## config.mk

```make
export PLATFORM = sky130hd
export DESIGN_NAME = uart_mon_top
export DESIGN_NICKNAME = d
export VERILOG_FILES = /design/src/hdl/uart_mon_pkg.sv /design/src/hdl/uart_rx.sv /design/src/hdl/uart_tx.sv /design/src/hdl/mon_cmd_parser.sv /design/src/hdl/mon_mem_access.sv /design/src/hdl/mon_reply.sv /design/src/hdl/uart_mon_top.sv
export SDC_FILE = /design/constraint.sdc
export NUM_CORES = 1
export LEC_CHECK = 0
export ABC_AREA = 1
export BUFFER_PORTS_ARGS = -buffer_cell sky130_fd_sc_hd__buf_2
export CORE_ASPECT_RATIO = 1.25
export CORE_MARGIN = 1.5
export CORE_UTILIZATION = 45
export CTS_CLUSTER_DIAMETER = 200
export CTS_CLUSTER_SIZE = 8
export DETAILED_ROUTE_END_ITERATION = 6
export PLACE_DENSITY = 0.69
export SLEW_MARGIN = 5
export SYNTH_ARGS = -nofsm -noshare
export SYNTH_HDL_FRONTEND = slang
export SYNTH_SLANG_ARGS = --single-unit
export TNS_END_PERCENT = 1
```

## constraint.sdc

```tcl
create_clock -name clk -period 5.3 [get_ports clk]
set_input_delay 0.265 -clock clk [delete_from_list [all_inputs] [get_ports clk]]
set_output_delay 0.265 -clock clk [all_outputs]
set_load 0.01 [all_outputs]
```

## src/hdl/uart_mon_pkg.sv

```systemverilog
package uart_mon_pkg;

	// one serial character
	typedef logic [7:0] byte_t;

	// one memory word
	typedef logic [31:0] word_t;

	// word address, byte address bits 13:2
	typedef logic [11:0] mem_adr_t;

	// operation handed from the parser to memory access
	typedef enum logic [1:0] {
		OP_WRITE,
		OP_READ,
		OP_GO,
		OP_QUIT
	} mon_op_e;

	// reply kind handed from the parser to the formatter
	typedef enum logic [1:0] {
		REPLY_WORD,
		REPLY_OK,
		REPLY_ERR
	} reply_e;

	localparam byte_t CHAR_CR    = 8'h0d;
	localparam byte_t CHAR_LF    = 8'h0a;
	localparam byte_t CHAR_SPACE = 8'h20;

endpackage

```

## src/hdl/uart_rx.sv

```systemverilog
`timescale 1ns/1ps

module uart_rx #(
	parameter int CLKS_PER_BIT = 16
) (
	input  logic                clk,
	input  logic                i_reset,
	input  logic                i_rx,
	output uart_mon_pkg::byte_t o_data,
	output logic                o_valid
);

	import uart_mon_pkg::*;

	localparam int CNT_W = $clog2(CLKS_PER_BIT);
	// the two synchronizer stages are already part of the half bit
	localparam logic [CNT_W-1:0] HALF_LAST = CNT_W'(CLKS_PER_BIT / 2 - 1);
	localparam logic [CNT_W-1:0] BIT_LAST  = CNT_W'(CLKS_PER_BIT - 1);

	typedef enum logic [1:0] {
		RX_IDLE,
		RX_START,
		RX_DATA,
		RX_STOP
	} rx_state_e;

	rx_state_e        state;
	logic             rx_meta;
	logic             rx_sync;
	logic [CNT_W-1:0] clk_cnt;
	logic [2:0]       bit_idx;
	byte_t            shift;

	always_ff @(posedge clk) begin
		if (i_reset) begin
			rx_meta <= 1'b1;
			rx_sync <= 1'b1;
		end else begin
			rx_meta <= i_rx;
			rx_sync <= rx_meta;
		end
	end

	always_ff @(posedge clk) begin
		if (i_reset) begin
			state   <= RX_IDLE;
			clk_cnt <= '0;
			bit_idx <= '0;
			o_valid <= 1'b0;
		end else begin
			o_valid <= 1'b0;
			case (state)
				RX_IDLE: begin
					clk_cnt <= '0;
					if (!rx_sync)
						state <= RX_START;
				end
				RX_START: begin
					if (clk_cnt == HALF_LAST) begin
						clk_cnt <= '0;
						bit_idx <= '0;
						// line back high at mid start bit means a glitch
						state   <= rx_sync ? RX_IDLE : RX_DATA;
					end else begin
						clk_cnt <= clk_cnt + 1'b1;
					end
				end
				RX_DATA: begin
					if (clk_cnt == BIT_LAST) begin
						clk_cnt <= '0;
						shift   <= {rx_sync, shift[7:1]};
						bit_idx <= bit_idx + 1'b1;
						if (bit_idx == 3'd7)
							state <= RX_STOP;
					end else begin
						clk_cnt <= clk_cnt + 1'b1;
					end
				end
				default: begin
					if (clk_cnt == BIT_LAST) begin
						clk_cnt <= '0;
						state   <= RX_IDLE;
						// framing error, byte is lost
						if (rx_sync) begin
							o_valid <= 1'b1;
							o_data  <= shift;
						end
					end else begin
						clk_cnt <= clk_cnt + 1'b1;
					end
				end
			endcase
		end
	end

	// one frame never yields two bytes
	a_valid_single: assert property (@(posedge clk) disable iff (i_reset)
		o_valid |=> !o_valid);

endmodule

```

## src/hdl/uart_tx.sv

```systemverilog
`timescale 1ns/1ps

module uart_tx #(
	parameter int CLKS_PER_BIT = 16
) (
	input  logic                clk,
	input  logic                i_reset,
	input  logic                i_req,
	input  uart_mon_pkg::byte_t i_data,
	output logic                o_ack,
	output logic                o_tx
);

	localparam int CNT_W = $clog2(CLKS_PER_BIT);
	localparam logic [CNT_W-1:0] BIT_LAST = CNT_W'(CLKS_PER_BIT - 1);

	typedef enum logic [1:0] {
		TX_IDLE,
		TX_SHIFT,
		TX_ACK
	} tx_state_e;

	tx_state_e        state;
	logic [CNT_W-1:0] clk_cnt;
	logic [3:0]       bit_cnt;
	// data bits then stop bit
	logic [8:0]       frame;

	always_ff @(posedge clk) begin
		if (i_reset) begin
			state   <= TX_IDLE;
			clk_cnt <= '0;
			bit_cnt <= '0;
			o_ack   <= 1'b0;
			o_tx    <= 1'b1;
		end else begin
			case (state)
				TX_IDLE: begin
					if (i_req) begin
						frame   <= {1'b1, i_data};
						o_tx    <= 1'b0;
						clk_cnt <= '0;
						bit_cnt <= '0;
						state   <= TX_SHIFT;
					end
				end
				TX_SHIFT: begin
					if (clk_cnt == BIT_LAST) begin
						clk_cnt <= '0;
						if (bit_cnt == 4'd9) begin
							// stop bit done
							o_ack <= 1'b1;
							state <= TX_ACK;
						end else begin
							o_tx    <= frame[0];
							frame   <= {1'b1, frame[8:1]};
							bit_cnt <= bit_cnt + 1'b1;
						end
					end else begin
						clk_cnt <= clk_cnt + 1'b1;
					end
				end
				default: begin
					if (!i_req) begin
						o_ack <= 1'b0;
						state <= TX_IDLE;
					end
				end
			endcase
		end
	end

	// sender must hold the byte until the frame is out
	a_data_stable: assert property (@(posedge clk) disable iff (i_reset)
		(i_req && !o_ack) |=> (o_ack || $stable(i_data)));

endmodule

```

## src/hdl/mon_cmd_parser.sv

```systemverilog
`timescale 1ns/1ps

module mon_cmd_parser (
	input  logic                   clk,
	input  logic                   i_reset,
	input  uart_mon_pkg::byte_t    i_rx_data,
	input  logic                   i_rx_valid,
	output logic                   o_op_req,
	input  logic                   i_op_ack,
	output uart_mon_pkg::mon_op_e  o_op,
	output uart_mon_pkg::mem_adr_t o_op_adr,
	output uart_mon_pkg::word_t    o_op_wdata,
	input  uart_mon_pkg::word_t    i_op_rdata,
	output logic                   o_rep_req,
	input  logic                   i_rep_ack,
	output uart_mon_pkg::reply_e   o_rep_kind,
	output uart_mon_pkg::word_t    o_rep_word
);

	import uart_mon_pkg::*;

	typedef enum logic [3:0] {
		PS_CMD,
		PS_GAP1,
		PS_ADR,
		PS_GAP2,
		PS_DATA,
		PS_TRAIL,
		PS_OP,
		PS_OP_END,
		PS_REPLY,
		PS_REPLY_END
	} ps_state_e;

	ps_state_e  state;
	logic       err;
	word_t      acc;
	logic       is_hex;
	logic [3:0] nib;
	logic       line_bad;

	// hex digit decode, either case
	always_comb begin
		is_hex = 1'b1;
		nib    = 4'h0;
		if (i_rx_data >= "0" && i_rx_data <= "9")
			nib = 4'(i_rx_data - 8'h30);
		else if (i_rx_data >= "a" && i_rx_data <= "f")
			nib = 4'(i_rx_data - 8'h57);
		else if (i_rx_data >= "A" && i_rx_data <= "F")
			nib = 4'(i_rx_data - 8'h37);
		else
			is_hex = 1'b0;
	end

	// what a CR in the current state means
	always_comb begin
		case (state)
			PS_CMD:  line_bad = 1'b1;
			PS_GAP1: line_bad = err || (o_op != OP_QUIT);
			PS_ADR:  line_bad = err || (o_op == OP_WRITE);
			PS_GAP2: line_bad = 1'b1;
			default: line_bad = err;
		endcase
	end

	always_ff @(posedge clk) begin
		if (i_reset) begin
			state     <= PS_CMD;
			err       <= 1'b0;
			o_op_req  <= 1'b0;
			o_rep_req <= 1'b0;
		end else begin
			case (state)
				PS_OP: begin
					if (i_op_ack) begin
						o_rep_word <= i_op_rdata;
						o_op_req   <= 1'b0;
						state      <= PS_OP_END;
					end
				end
				PS_OP_END: begin
					if (!i_op_ack) begin
						o_rep_req <= 1'b1;
						state     <= PS_REPLY;
					end
				end
				PS_REPLY: begin
					// ack comes only after the last reply character
					if (i_rep_ack) begin
						o_rep_req <= 1'b0;
						state     <= PS_REPLY_END;
					end
				end
				PS_REPLY_END: begin
					if (!i_rep_ack) begin
						err   <= 1'b0;
						state <= PS_CMD;
					end
				end
				default: begin
					// input states only, LF is ignored
					if (i_rx_valid && i_rx_data != CHAR_LF) begin
						if (i_rx_data == CHAR_CR) begin
							if (state == PS_ADR)
								o_op_adr <= acc[11:0];
							if (state == PS_DATA)
								o_op_wdata <= acc;
							if (line_bad) begin
								o_rep_kind <= REPLY_ERR;
								o_rep_req  <= 1'b1;
								state      <= PS_REPLY;
							end else begin
								o_rep_kind <= (o_op == OP_READ) ? REPLY_WORD : REPLY_OK;
								o_op_req   <= 1'b1;
								state      <= PS_OP;
							end
						end else begin
							case (state)
								PS_CMD: begin
									state <= PS_GAP1;
									case (i_rx_data)
										"w": o_op <= OP_WRITE;
										"r": o_op <= OP_READ;
										"g": o_op <= OP_GO;
										"q": o_op <= OP_QUIT;
										default: begin
											err   <= 1'b1;
											state <= PS_TRAIL;
										end
									endcase
								end
								PS_GAP1: begin
									// quit takes no field
									if (is_hex && o_op != OP_QUIT) begin
										acc   <= word_t'(nib);
										state <= PS_ADR;
									end else if (i_rx_data != CHAR_SPACE) begin
										err   <= 1'b1;
										state <= PS_TRAIL;
									end
								end
								PS_ADR: begin
									if (is_hex) begin
										acc <= {acc[27:0], nib};
									end else if (i_rx_data == CHAR_SPACE) begin
										o_op_adr <= acc[11:0];
										state    <= (o_op == OP_WRITE) ? PS_GAP2 : PS_TRAIL;
									end else begin
										err   <= 1'b1;
										state <= PS_TRAIL;
									end
								end
								PS_GAP2: begin
									if (is_hex) begin
										acc   <= word_t'(nib);
										state <= PS_DATA;
									end else if (i_rx_data != CHAR_SPACE) begin
										err   <= 1'b1;
										state <= PS_TRAIL;
									end
								end
								PS_DATA: begin
									if (is_hex) begin
										acc <= {acc[27:0], nib};
									end else if (i_rx_data == CHAR_SPACE) begin
										o_op_wdata <= acc;
										state      <= PS_TRAIL;
									end else begin
										err   <= 1'b1;
										state <= PS_TRAIL;
									end
								end
								default: begin
									// anything past the last field is one too many
									if (i_rx_data != CHAR_SPACE)
										err <= 1'b1;
								end
							endcase
						end
					end
				end
			endcase
		end
	end

endmodule

```

## src/hdl/mon_mem_access.sv

```systemverilog
`timescale 1ns/1ps

module mon_mem_access (
	input  logic                   clk,
	input  logic                   i_reset,
	input  logic                   i_op_req,
	input  uart_mon_pkg::mon_op_e  i_op,
	input  uart_mon_pkg::mem_adr_t i_op_adr,
	input  uart_mon_pkg::word_t    i_op_wdata,
	output logic                   o_op_ack,
	output uart_mon_pkg::word_t    o_op_rdata,
	output uart_mon_pkg::mem_adr_t o_ram_adr,
	output uart_mon_pkg::word_t    o_ram_wdata,
	input  uart_mon_pkg::word_t    i_ram_rdata,
	output logic                   o_ram_wen,
	output logic                   o_cpu_start,
	output logic                   o_quit,
	output uart_mon_pkg::mem_adr_t o_start_adr
);

	import uart_mon_pkg::*;

	typedef enum logic [1:0] {
		MA_IDLE,
		MA_STEP,
		MA_READ,
		MA_ACK
	} ma_state_e;

	ma_state_e state;

	always_ff @(posedge clk) begin
		if (i_reset) begin
			state       <= MA_IDLE;
			o_op_ack    <= 1'b0;
			o_ram_adr   <= '0;
			o_ram_wen   <= 1'b0;
			o_cpu_start <= 1'b0;
			o_quit      <= 1'b0;
			o_start_adr <= '0;
		end else begin
			case (state)
				MA_IDLE: begin
					if (i_op_req) begin
						o_ram_adr   <= i_op_adr;
						o_ram_wdata <= i_op_wdata;
						case (i_op)
							OP_WRITE: o_ram_wen <= 1'b1;
							OP_GO: begin
								o_start_adr <= i_op_adr;
								o_cpu_start <= 1'b1;
							end
							OP_QUIT: o_quit <= 1'b1;
							// read only needs the address
							default: ;
						endcase
						state <= MA_STEP;
					end
				end
				MA_STEP: begin
					o_ram_wen   <= 1'b0;
					o_cpu_start <= 1'b0;
					o_quit      <= 1'b0;
					if (i_op == OP_READ) begin
						state <= MA_READ;
					end else begin
						o_op_ack <= 1'b1;
						state    <= MA_ACK;
					end
				end
				MA_READ: begin
					// ram data is valid one cycle after the address
					o_op_rdata <= i_ram_rdata;
					o_op_ack   <= 1'b1;
					state      <= MA_ACK;
				end
				default: begin
					if (!i_op_req) begin
						o_op_ack <= 1'b0;
						state    <= MA_IDLE;
					end
				end
			endcase
		end
	end

	a_ack_in_req: assert property (@(posedge clk) disable iff (i_reset)
		$rose(o_op_ack) |-> i_op_req);

	a_wen_pulse: assert property (@(posedge clk) disable iff (i_reset)
		$rose(o_ram_wen) |=> !o_ram_wen);

endmodule

```

## src/hdl/mon_reply.sv

```systemverilog
`timescale 1ns/1ps

module mon_reply (
	input  logic                 clk,
	input  logic                 i_reset,
	input  logic                 i_rep_req,
	input  uart_mon_pkg::reply_e i_rep_kind,
	input  uart_mon_pkg::word_t  i_rep_word,
	output logic                 o_rep_ack,
	output logic                 o_tx_req,
	input  logic                 i_tx_ack,
	output uart_mon_pkg::byte_t  o_tx_data
);

	import uart_mon_pkg::*;

	typedef enum logic [1:0] {
		RP_IDLE,
		RP_SEND,
		RP_GAP,
		RP_DONE
	} rp_state_e;

	rp_state_e  state;
	logic [3:0] char_idx;
	logic [3:0] body_len;
	logic [3:0] nibble;

	// nibble to upper case ascii
	function automatic byte_t hex_char(input logic [3:0] n);
		if (n < 4'd10)
			return 8'h30 + 8'(n);
		return 8'h37 + 8'(n);
	endfunction

	always_comb begin
		case (i_rep_kind)
			REPLY_WORD: body_len = 4'd8;
			REPLY_OK:   body_len = 4'd2;
			default:    body_len = 4'd1;
		endcase
		// most significant nibble first
		nibble = i_rep_word[31 - 4 * char_idx[2:0] -: 4];
		if (char_idx == body_len)
			o_tx_data = CHAR_CR;
		else if (char_idx > body_len)
			o_tx_data = CHAR_LF;
		else if (i_rep_kind == REPLY_WORD)
			o_tx_data = hex_char(nibble);
		else if (i_rep_kind == REPLY_OK)
			o_tx_data = (char_idx == 4'd0) ? "O" : "K";
		else
			o_tx_data = "?";
	end

	always_ff @(posedge clk) begin
		if (i_reset) begin
			state     <= RP_IDLE;
			char_idx  <= '0;
			o_rep_ack <= 1'b0;
			o_tx_req  <= 1'b0;
		end else begin
			case (state)
				RP_IDLE: begin
					if (i_rep_req) begin
						char_idx <= '0;
						o_tx_req <= 1'b1;
						state    <= RP_SEND;
					end
				end
				RP_SEND: begin
					if (i_tx_ack) begin
						o_tx_req <= 1'b0;
						state    <= RP_GAP;
					end
				end
				RP_GAP: begin
					if (!i_tx_ack) begin
						// LF sits right after CR
						if (char_idx == body_len + 4'd1) begin
							o_rep_ack <= 1'b1;
							state     <= RP_DONE;
						end else begin
							char_idx <= char_idx + 1'b1;
							o_tx_req <= 1'b1;
							state    <= RP_SEND;
						end
					end
				end
				default: begin
					if (!i_rep_req) begin
						o_rep_ack <= 1'b0;
						state     <= RP_IDLE;
					end
				end
			endcase
		end
	end

endmodule

```

## src/hdl/uart_mon_top.sv

```systemverilog
`timescale 1ns/1ps

module uart_mon_top #(
	parameter int CLKS_PER_BIT = 16
) (
	input  logic                   clk,
	input  logic                   i_reset,
	input  logic                   i_rx,
	output logic                   o_tx,
	output uart_mon_pkg::mem_adr_t o_ram_adr,
	output uart_mon_pkg::word_t    o_ram_wdata,
	input  uart_mon_pkg::word_t    i_ram_rdata,
	output logic                   o_ram_wen,
	output logic                   o_cpu_start,
	output logic                   o_quit,
	output uart_mon_pkg::mem_adr_t o_start_adr
);

	import uart_mon_pkg::*;

	byte_t    rx_data;
	logic     rx_valid;
	logic     op_req;
	logic     op_ack;
	mon_op_e  op;
	mem_adr_t op_adr;
	word_t    op_wdata;
	word_t    op_rdata;
	logic     rep_req;
	logic     rep_ack;
	reply_e   rep_kind;
	word_t    rep_word;
	logic     tx_req;
	logic     tx_ack;
	byte_t    tx_data;

	uart_rx #(
		.CLKS_PER_BIT(CLKS_PER_BIT)
	) uart_rx_inst (
		.clk(clk),
		.i_reset(i_reset),
		.i_rx(i_rx),
		.o_data(rx_data),
		.o_valid(rx_valid)
	);

	mon_cmd_parser mon_cmd_parser_inst (
		.clk(clk),
		.i_reset(i_reset),
		.i_rx_data(rx_data),
		.i_rx_valid(rx_valid),
		.o_op_req(op_req),
		.i_op_ack(op_ack),
		.o_op(op),
		.o_op_adr(op_adr),
		.o_op_wdata(op_wdata),
		.i_op_rdata(op_rdata),
		.o_rep_req(rep_req),
		.i_rep_ack(rep_ack),
		.o_rep_kind(rep_kind),
		.o_rep_word(rep_word)
	);

	mon_mem_access mon_mem_access_inst (
		.clk(clk),
		.i_reset(i_reset),
		.i_op_req(op_req),
		.i_op(op),
		.i_op_adr(op_adr),
		.i_op_wdata(op_wdata),
		.o_op_ack(op_ack),
		.o_op_rdata(op_rdata),
		.o_ram_adr(o_ram_adr),
		.o_ram_wdata(o_ram_wdata),
		.i_ram_rdata(i_ram_rdata),
		.o_ram_wen(o_ram_wen),
		.o_cpu_start(o_cpu_start),
		.o_quit(o_quit),
		.o_start_adr(o_start_adr)
	);

	mon_reply mon_reply_inst (
		.clk(clk),
		.i_reset(i_reset),
		.i_rep_req(rep_req),
		.i_rep_kind(rep_kind),
		.i_rep_word(rep_word),
		.o_rep_ack(rep_ack),
		.o_tx_req(tx_req),
		.i_tx_ack(tx_ack),
		.o_tx_data(tx_data)
	);

	uart_tx #(
		.CLKS_PER_BIT(CLKS_PER_BIT)
	) uart_tx_inst (
		.clk(clk),
		.i_reset(i_reset),
		.i_req(tx_req),
		.i_data(tx_data),
		.o_ack(tx_ack),
		.o_tx(o_tx)
	);

endmodule

```

; After elaboration in Yosys (flattened, before gate mapping)
; Cells that the tools add are included.
[word_totals]
word_cells = 365
inputBits = 35
reg_bits = 270
[classes]
eq_ne = 76
addsub = 12
bitwise = 11
order_cmp = 8
n_mux = 146
reduce_logical = 74
shifts = 1
[ops]
columns = op, count
row1 = $mux 32, 8
row2 = $mux 4, 25
row3 = $pmux 32 s3, 1
row4 = $mux 12, 5
row5 = $mux 1, 49
row6 = $mux 8, 6
row7 = $pmux 4 s2, 5
row8 = $shiftx 35x33->4, 1
row9 = $mux 2, 17
row10 = $ne 2x2->1 const B, 17
row11 = $eq 8x7->1 const B, 4
row12 = $reduce_and 4->1, 8
row13 = $ne 2x1->1 const B, 14
row14 = $mux 9, 3
row15 = $reduce_and 3->1, 9
row16 = $reduce_and 6->1, 4
row17 = $add 4x1->4 const B, 5
row18 = $eq 4x4->1 const B, 5
row19 = $pmux 4 s5, 1
row20 = $reduce_and 5->1, 4
row21 = $pmux 2 s3, 3
row22 = $pmux 9 s2, 1
row23 = $reduce_bool 3->1, 6
row24 = $eq 4x3->1 const B, 4
row25 = 49 further kinds, 123

; Logic depth before layout (Yosys ltp)
[depth]
word_depth = 13
mapped_depth = 15
depth_no_buf = 13

; By module
; A second synthesis with hierarchy kept.
[unflattened]
hier_cells = 1037
hier_area_um2 = 11163.2
[by_module_without_submodules]
columns = mod, instances, area_per_inst_um2, cells_each
row1 = mon_cmd_parser, 1, 4679.5, 368
row2 = mon_mem_access, 1, 3174.3, 235
row3 = mon_reply, 1, 1193.6, 206
row4 = uart_rx, 1, 1104.8, 95
row5 = uart_tx, 1, 1011.0, 133

; Worst setup path after synthesis
; No wires, ideal clock.
[synth_path]
kind = reg2reg
start = register uart_rx_inst.o_data[0]
end = register mon_cmd_parser_inst.o_op_wdata[0], enable pin
period_less_slack_ns = 3.866
t_required_ns = 4.839
path_slack_ns = 1.434
arrival_time_ns = 3.405
setup_ns = 0.461
path_stages_with_launch = 7
path_cell_list = edfxtp_1 > inv_1 > ha_1 > nand2_1 > nor3_2 > o21ai_0 > nor3_1
[synth_between]
elab_chain_len = 7
[synth_lines]
columns = item, line_no
row1 = "start, declared", uart_rx.sv:9  ; output uart_mon_pkg::byte_t o_data,
row2 = "start signal, assigned", uart_rx.sv:86  ; o_data <= shift;
row3 = $ge 8x7->1 / $le 8x7->1 (equally long branches), mon_cmd_parser.sv:50  ; else if (i_rx_data >= "A" && i_rx_data <= "F")
row4 = $logic_and 1x1->1, mon_cmd_parser.sv:50
row5 = $mux 1, mon_cmd_parser.sv:50
row6 = $mux 1, mon_cmd_parser.sv:48  ; else if (i_rx_data >= "a" && i_rx_data <= "f")
row7 = $mux 1, mon_cmd_parser.sv:46  ; if (i_rx_data >= "0" && i_rx_data <= "9")
row8 = $ne 2x2->1 (no source line), n/a
row9 = $reduce_and 6->1 (no source line) (*), n/a
row10 = "end signal, assigned", mon_cmd_parser.sv:108  ; o_op_wdata <= acc;
row11 = "end signal, assigned", mon_cmd_parser.sv:167  ; o_op_wdata <= acc;
row12 = "end, declared", mon_cmd_parser.sv:12  ; output uart_mon_pkg::word_t o_op_wdata,
; Every way passes the cells marked *; elsewhere a longest branch is shown, timed or not.
; A chain may end at the register's enable or synchronous reset.

; Final worst setup path
[layout_path]
start = register mon_cmd_parser_inst.state[1]
end = register mon_cmd_parser_inst.acc[12], enable pin
[layout_between]
elab_chain_len = 4
[layout_lines]
columns = item, line_no
row1 = "start, declared", mon_cmd_parser.sv:35  ; ps_state_e state;
row2 = "start signal, assigned", mon_cmd_parser.sv:148  ; state <= (o_op == OP_WRITE) ? PS_GAP2 : PS_TRAIL;
row3 = "$eq 4x2->1, or another cell as far along", mon_cmd_parser.sv:119  ; case (state)
row4 = $reduce_or 2->1 (no source line) / $reduce_or 4->1 (equally long branches), n/a
row5 = "$ne 2x1->1 (no source line), or another cell as far along", n/a
row6 = $reduce_and 8->1 (no source line) (*), n/a
row7 = "end signal, assigned", mon_cmd_parser.sv:136  ; acc <= word_t'(nib);
row8 = "end signal, assigned", mon_cmd_parser.sv:145  ; acc <= {acc[27:0], nib};
row9 = "end signal, assigned", mon_cmd_parser.sv:156  ; acc <= word_t'(nib);
row10 = "end, declared", mon_cmd_parser.sv:37  ; word_t acc;
; Marked as above.

==> impl_results.md <==
- Run status: finished clean
- Syn avg cell area: 11.1 um^2
- Crit-path max FO: 32
- Final setup fails: 0
- Leak pwr: 5.22 nW
- Count leader, synth: edfxtp_1
- Number of DRC markers in iteration 0: 388
- Final net count: 1195
- Dpl hpwl: 12900 um
- Die width: 142 um
- Initial antenna violation count: 0
- ANT nets after route: 0
- Total power per unit cell area: 398 nW/um^2
- Vias in the first global route: 6905
- CP delay by family, top: buffers and inverters
- Starting Density: 45.9%
- Max Clock Skew: 0.0120 ns
- WS Path Type: flop to flop
- Sequential element share of the synthesized area: 67.6%
- Cell depth of the worst setup path: 9
- Worst-margin pin slew: 1.08 ns
- Peak Freq: 360 MHz
- Pre-Repair DR Iteration Count: 5
- Min-Delay Path Class: input pin to flop
- RSZ-0062 raised after global routing: false
- Die height: 177 um
- Worst path max stage delay: 0.62 ns
- Average wire per standard cell: 13.1 um
- Row cnt: 63
- Synth Cell Area: 10900 um^2
- Clock tree root driver cell: clkbuf_16
- CP Launch Type: flop
- Pins over their slew limit: 0
- Top_reg_cell synth: edfxtp_1
- Synth cell types: 49
- R2r worst-path depth: 9
- Synth Instances: 980
- IO Port Bufs: 94
- First-pass GRT wire length: 32200 um
- Clock sinks: 269
- Req. time, crit path: 5.46 ns
- Remaining DRCs: 0
- Hold Path Cell Cnt: 2
- EDFF count, synth: 200
- Final Hold Fails: 0
- Area grow syn2layout: 21.0%
- Layout Utilization: 55.5%
- Max-cap violation count: 0
- ANT cells: 0
- Max Buffers Root-to-Sink: 3
- GR Overflow Total: 0
- Clock transition at path regs: 0.05 ns
- Setup_tns: 0 ns
- #FFs+latches synth: 269
- Period utilization: 52.4%
- Crit path capture type: flop
- Non-filler cells, final: 1487
- Vias: 7195
- Overall routing resource usage: 15.9%
- CP Buf/Inv Count: 4
- Top post-synthesis cells by count: 200 x edfxtp_1, 153 x nand2_1, 131 x nor2_1
- CTS buffer count: 39
- Hold Slack: 0.282 ns
- DRT Wirelength: 19600 um
- Reg2Reg Setup Slack: 2.52 ns
- Clk Latency, worst-skew pair: 0.51 ns
- CTS tree: built
- Drt via density: 4.84
- Core Area: 23800 um^2
- Crit-path cells: inv_2, nand2_2, inv_2, nand2_4, nand2_2, inv_1, nor2_1, nor4_4, buf_4
- CP max-delay cell: inv_1
- Ratio of cells with drive above 1 in the final layout: 17.9%
- Die area: 25200 um^2
- Largest net degree at the start of global routing: 47
- CTS resizes: 0
- IO Count: 95
- Net Count, Synth: 1043
- Post-synth top area share: 55.0%
- Syn. warnings: 0
- Max_slew headroom: 27.7%
- Critical Path AT: 2.93 ns
- Post-synth top area cell: edfxtp_1
- Final Wtd Congestion: 0.932
- Max H-tree Level: 2
- Ys async rst share: 0%
- Crit path time final: 2.78 ns
- Maximum vdd drop: 0.336 mV
- Synth area leaders: edfxtp_1 55%, dfxtp_1 13%, nand2_1 5.3%, nor2_1 4.5%, inv_1 3.9%
- Dpl cells: 1383
## flip-flops by register name, indices dropped and copies added, names as in the netlist, 3 cells and up
| register | count |
|---|---|
| mon_mem_access_inst.o_ram_adr | 12 |
| mon_reply_inst.char_idx | 4 |
| uart_tx_inst.bit_cnt | 4 |
| mon_cmd_parser_inst.o_op_wdata | 32 |
| mon_cmd_parser_inst.state | 4 |
| mon_mem_access_inst.o_start_adr | 12 |
| mon_mem_access_inst.o_ram_wdata | 32 |
| uart_rx_inst.o_data | 8 |
| uart_rx_inst.bit_idx | 3 |
| mon_cmd_parser_inst.o_op_adr | 12 |
| uart_tx_inst.clk_cnt | 4 |
| uart_tx_inst.frame | 8 |
| mon_cmd_parser_inst.acc | 32 |
| uart_rx_inst.shift | 8 |
| uart_rx_inst.clk_cnt | 4 |
| mon_cmd_parser_inst.o_rep_word | 32 |
| mon_mem_access_inst.o_op_rdata | 32 |
## cells in the final DEF (no fill, tap or decap), drive strengths merged
cell / instances
buf: 101
clkbuf: 68
a21oi: 44
and2: 1
or2: 3
o21bai: 1
a31oi: 5
nand2: 171
a211oi: 4
nand4: 10
o2111ai: 1
nor2: 140
xnor2: 1
inv: 127
nor3: 20
o21a: 1
o221a: 1
dlygate4sd3: 33
nand3b: 1
edfxtp: 200
xor2: 1
o21ai: 66
ha: 28
nand3: 49
nor4: 2
o211ai: 3
nor3b: 3
dfxtp: 69
o31ai: 1
clkinv: 3
o22ai: 4
## logic make-up (layout without fill, tap and decap cells)
| kind of cell | count (synthesis) | after routing | share of synthesized area [%] |
|---|---|---|---|
| adders and majority gates | 28 | 28 | 3.21 |
| and+or+nand+nor | 400 | 400 | 16.7 |
| buffers and inverters | 150 | 332 | 5.58 |
| DFF | 269 | 269 | 67.6 |
| xor gates and xnor gates | 2 | 2 | 0.160 |
| AOI/OAI and AO/OA | 131 | 131 | 6.73 |
## through the flow
| stage | worst slack (ns) | instance area, um^2 | total power (W) |
|---|---|---|---|
| final | 2.52 | 13200 | 0.00525 |
| after CTS | 2.50 | 13200 | 0.00530 |
| after floorplan | 1.43 | 10900 | 0.00290 |
| after global routing | 2.32 | 13200 | 0.00549 |
| after global placement | 2.56 | 11700 | 0.00301 |
| after detailed placement | 2.49 | 11700 | 0.00303 |
## power breakdown
group | total [W] | switching [W] | internal [W] | leakage [nW]
clock | 0.00224 | 0.000834 | 0.00140 | 0.541
combinational | 0.000615 | 0.000404 | 0.000211 | 2.31
sequential | 0.00240 | 0.0000610 | 0.00234 | 2.37
total | 0.00525 | 0.00130 | 0.00396 | 5.22
## final cells by class
type	count	area [um^2]
Clock buffer	68	1110
Clock inverter	3	30.0
Fill cell	2025	10600
Inverter	127	482
Multi-Input combinational cell	561	2950
Sequential cell	269	7390
Tap cell	325	407
Timing Repair Buffer	134	853
## path summary, 6_finish.rpt
check | startpoint | end
worst max-delay path | mon_cmd_parser_inst.state[1]$_SDFFE_PP0P_ | mon_cmd_parser_inst.acc[12]$_SDFFCE_PP0P_
worst min register to register | uart_rx_inst.rx_meta$_SDFF_PP1_ | uart_rx_inst.rx_sync$_SDFF_PP1_
worst max register to register | mon_cmd_parser_inst.state[1]$_SDFFE_PP0P_ | mon_cmd_parser_inst.acc[12]$_SDFFCE_PP0P_
worst min-delay path | i_reset | uart_rx_inst.bit_idx[2]$_SDFFE_PP0P_
## timing repair
item / in CTS / in global routing
endpoints found under the hold margin: 33 / 0
hold buffers: 33 / 0
setup buffers: 0 / 0
## per-layer routing
layer,track usage (%),share of wire [%],up-vias
met5,0,0,-
met4,6.96,3.2,0
met3,3.17,4.9,56
met2,27.9,50,187
met1,18.9,42,3333
li1,-,-,3619
(Power assumes the default switching activity.)
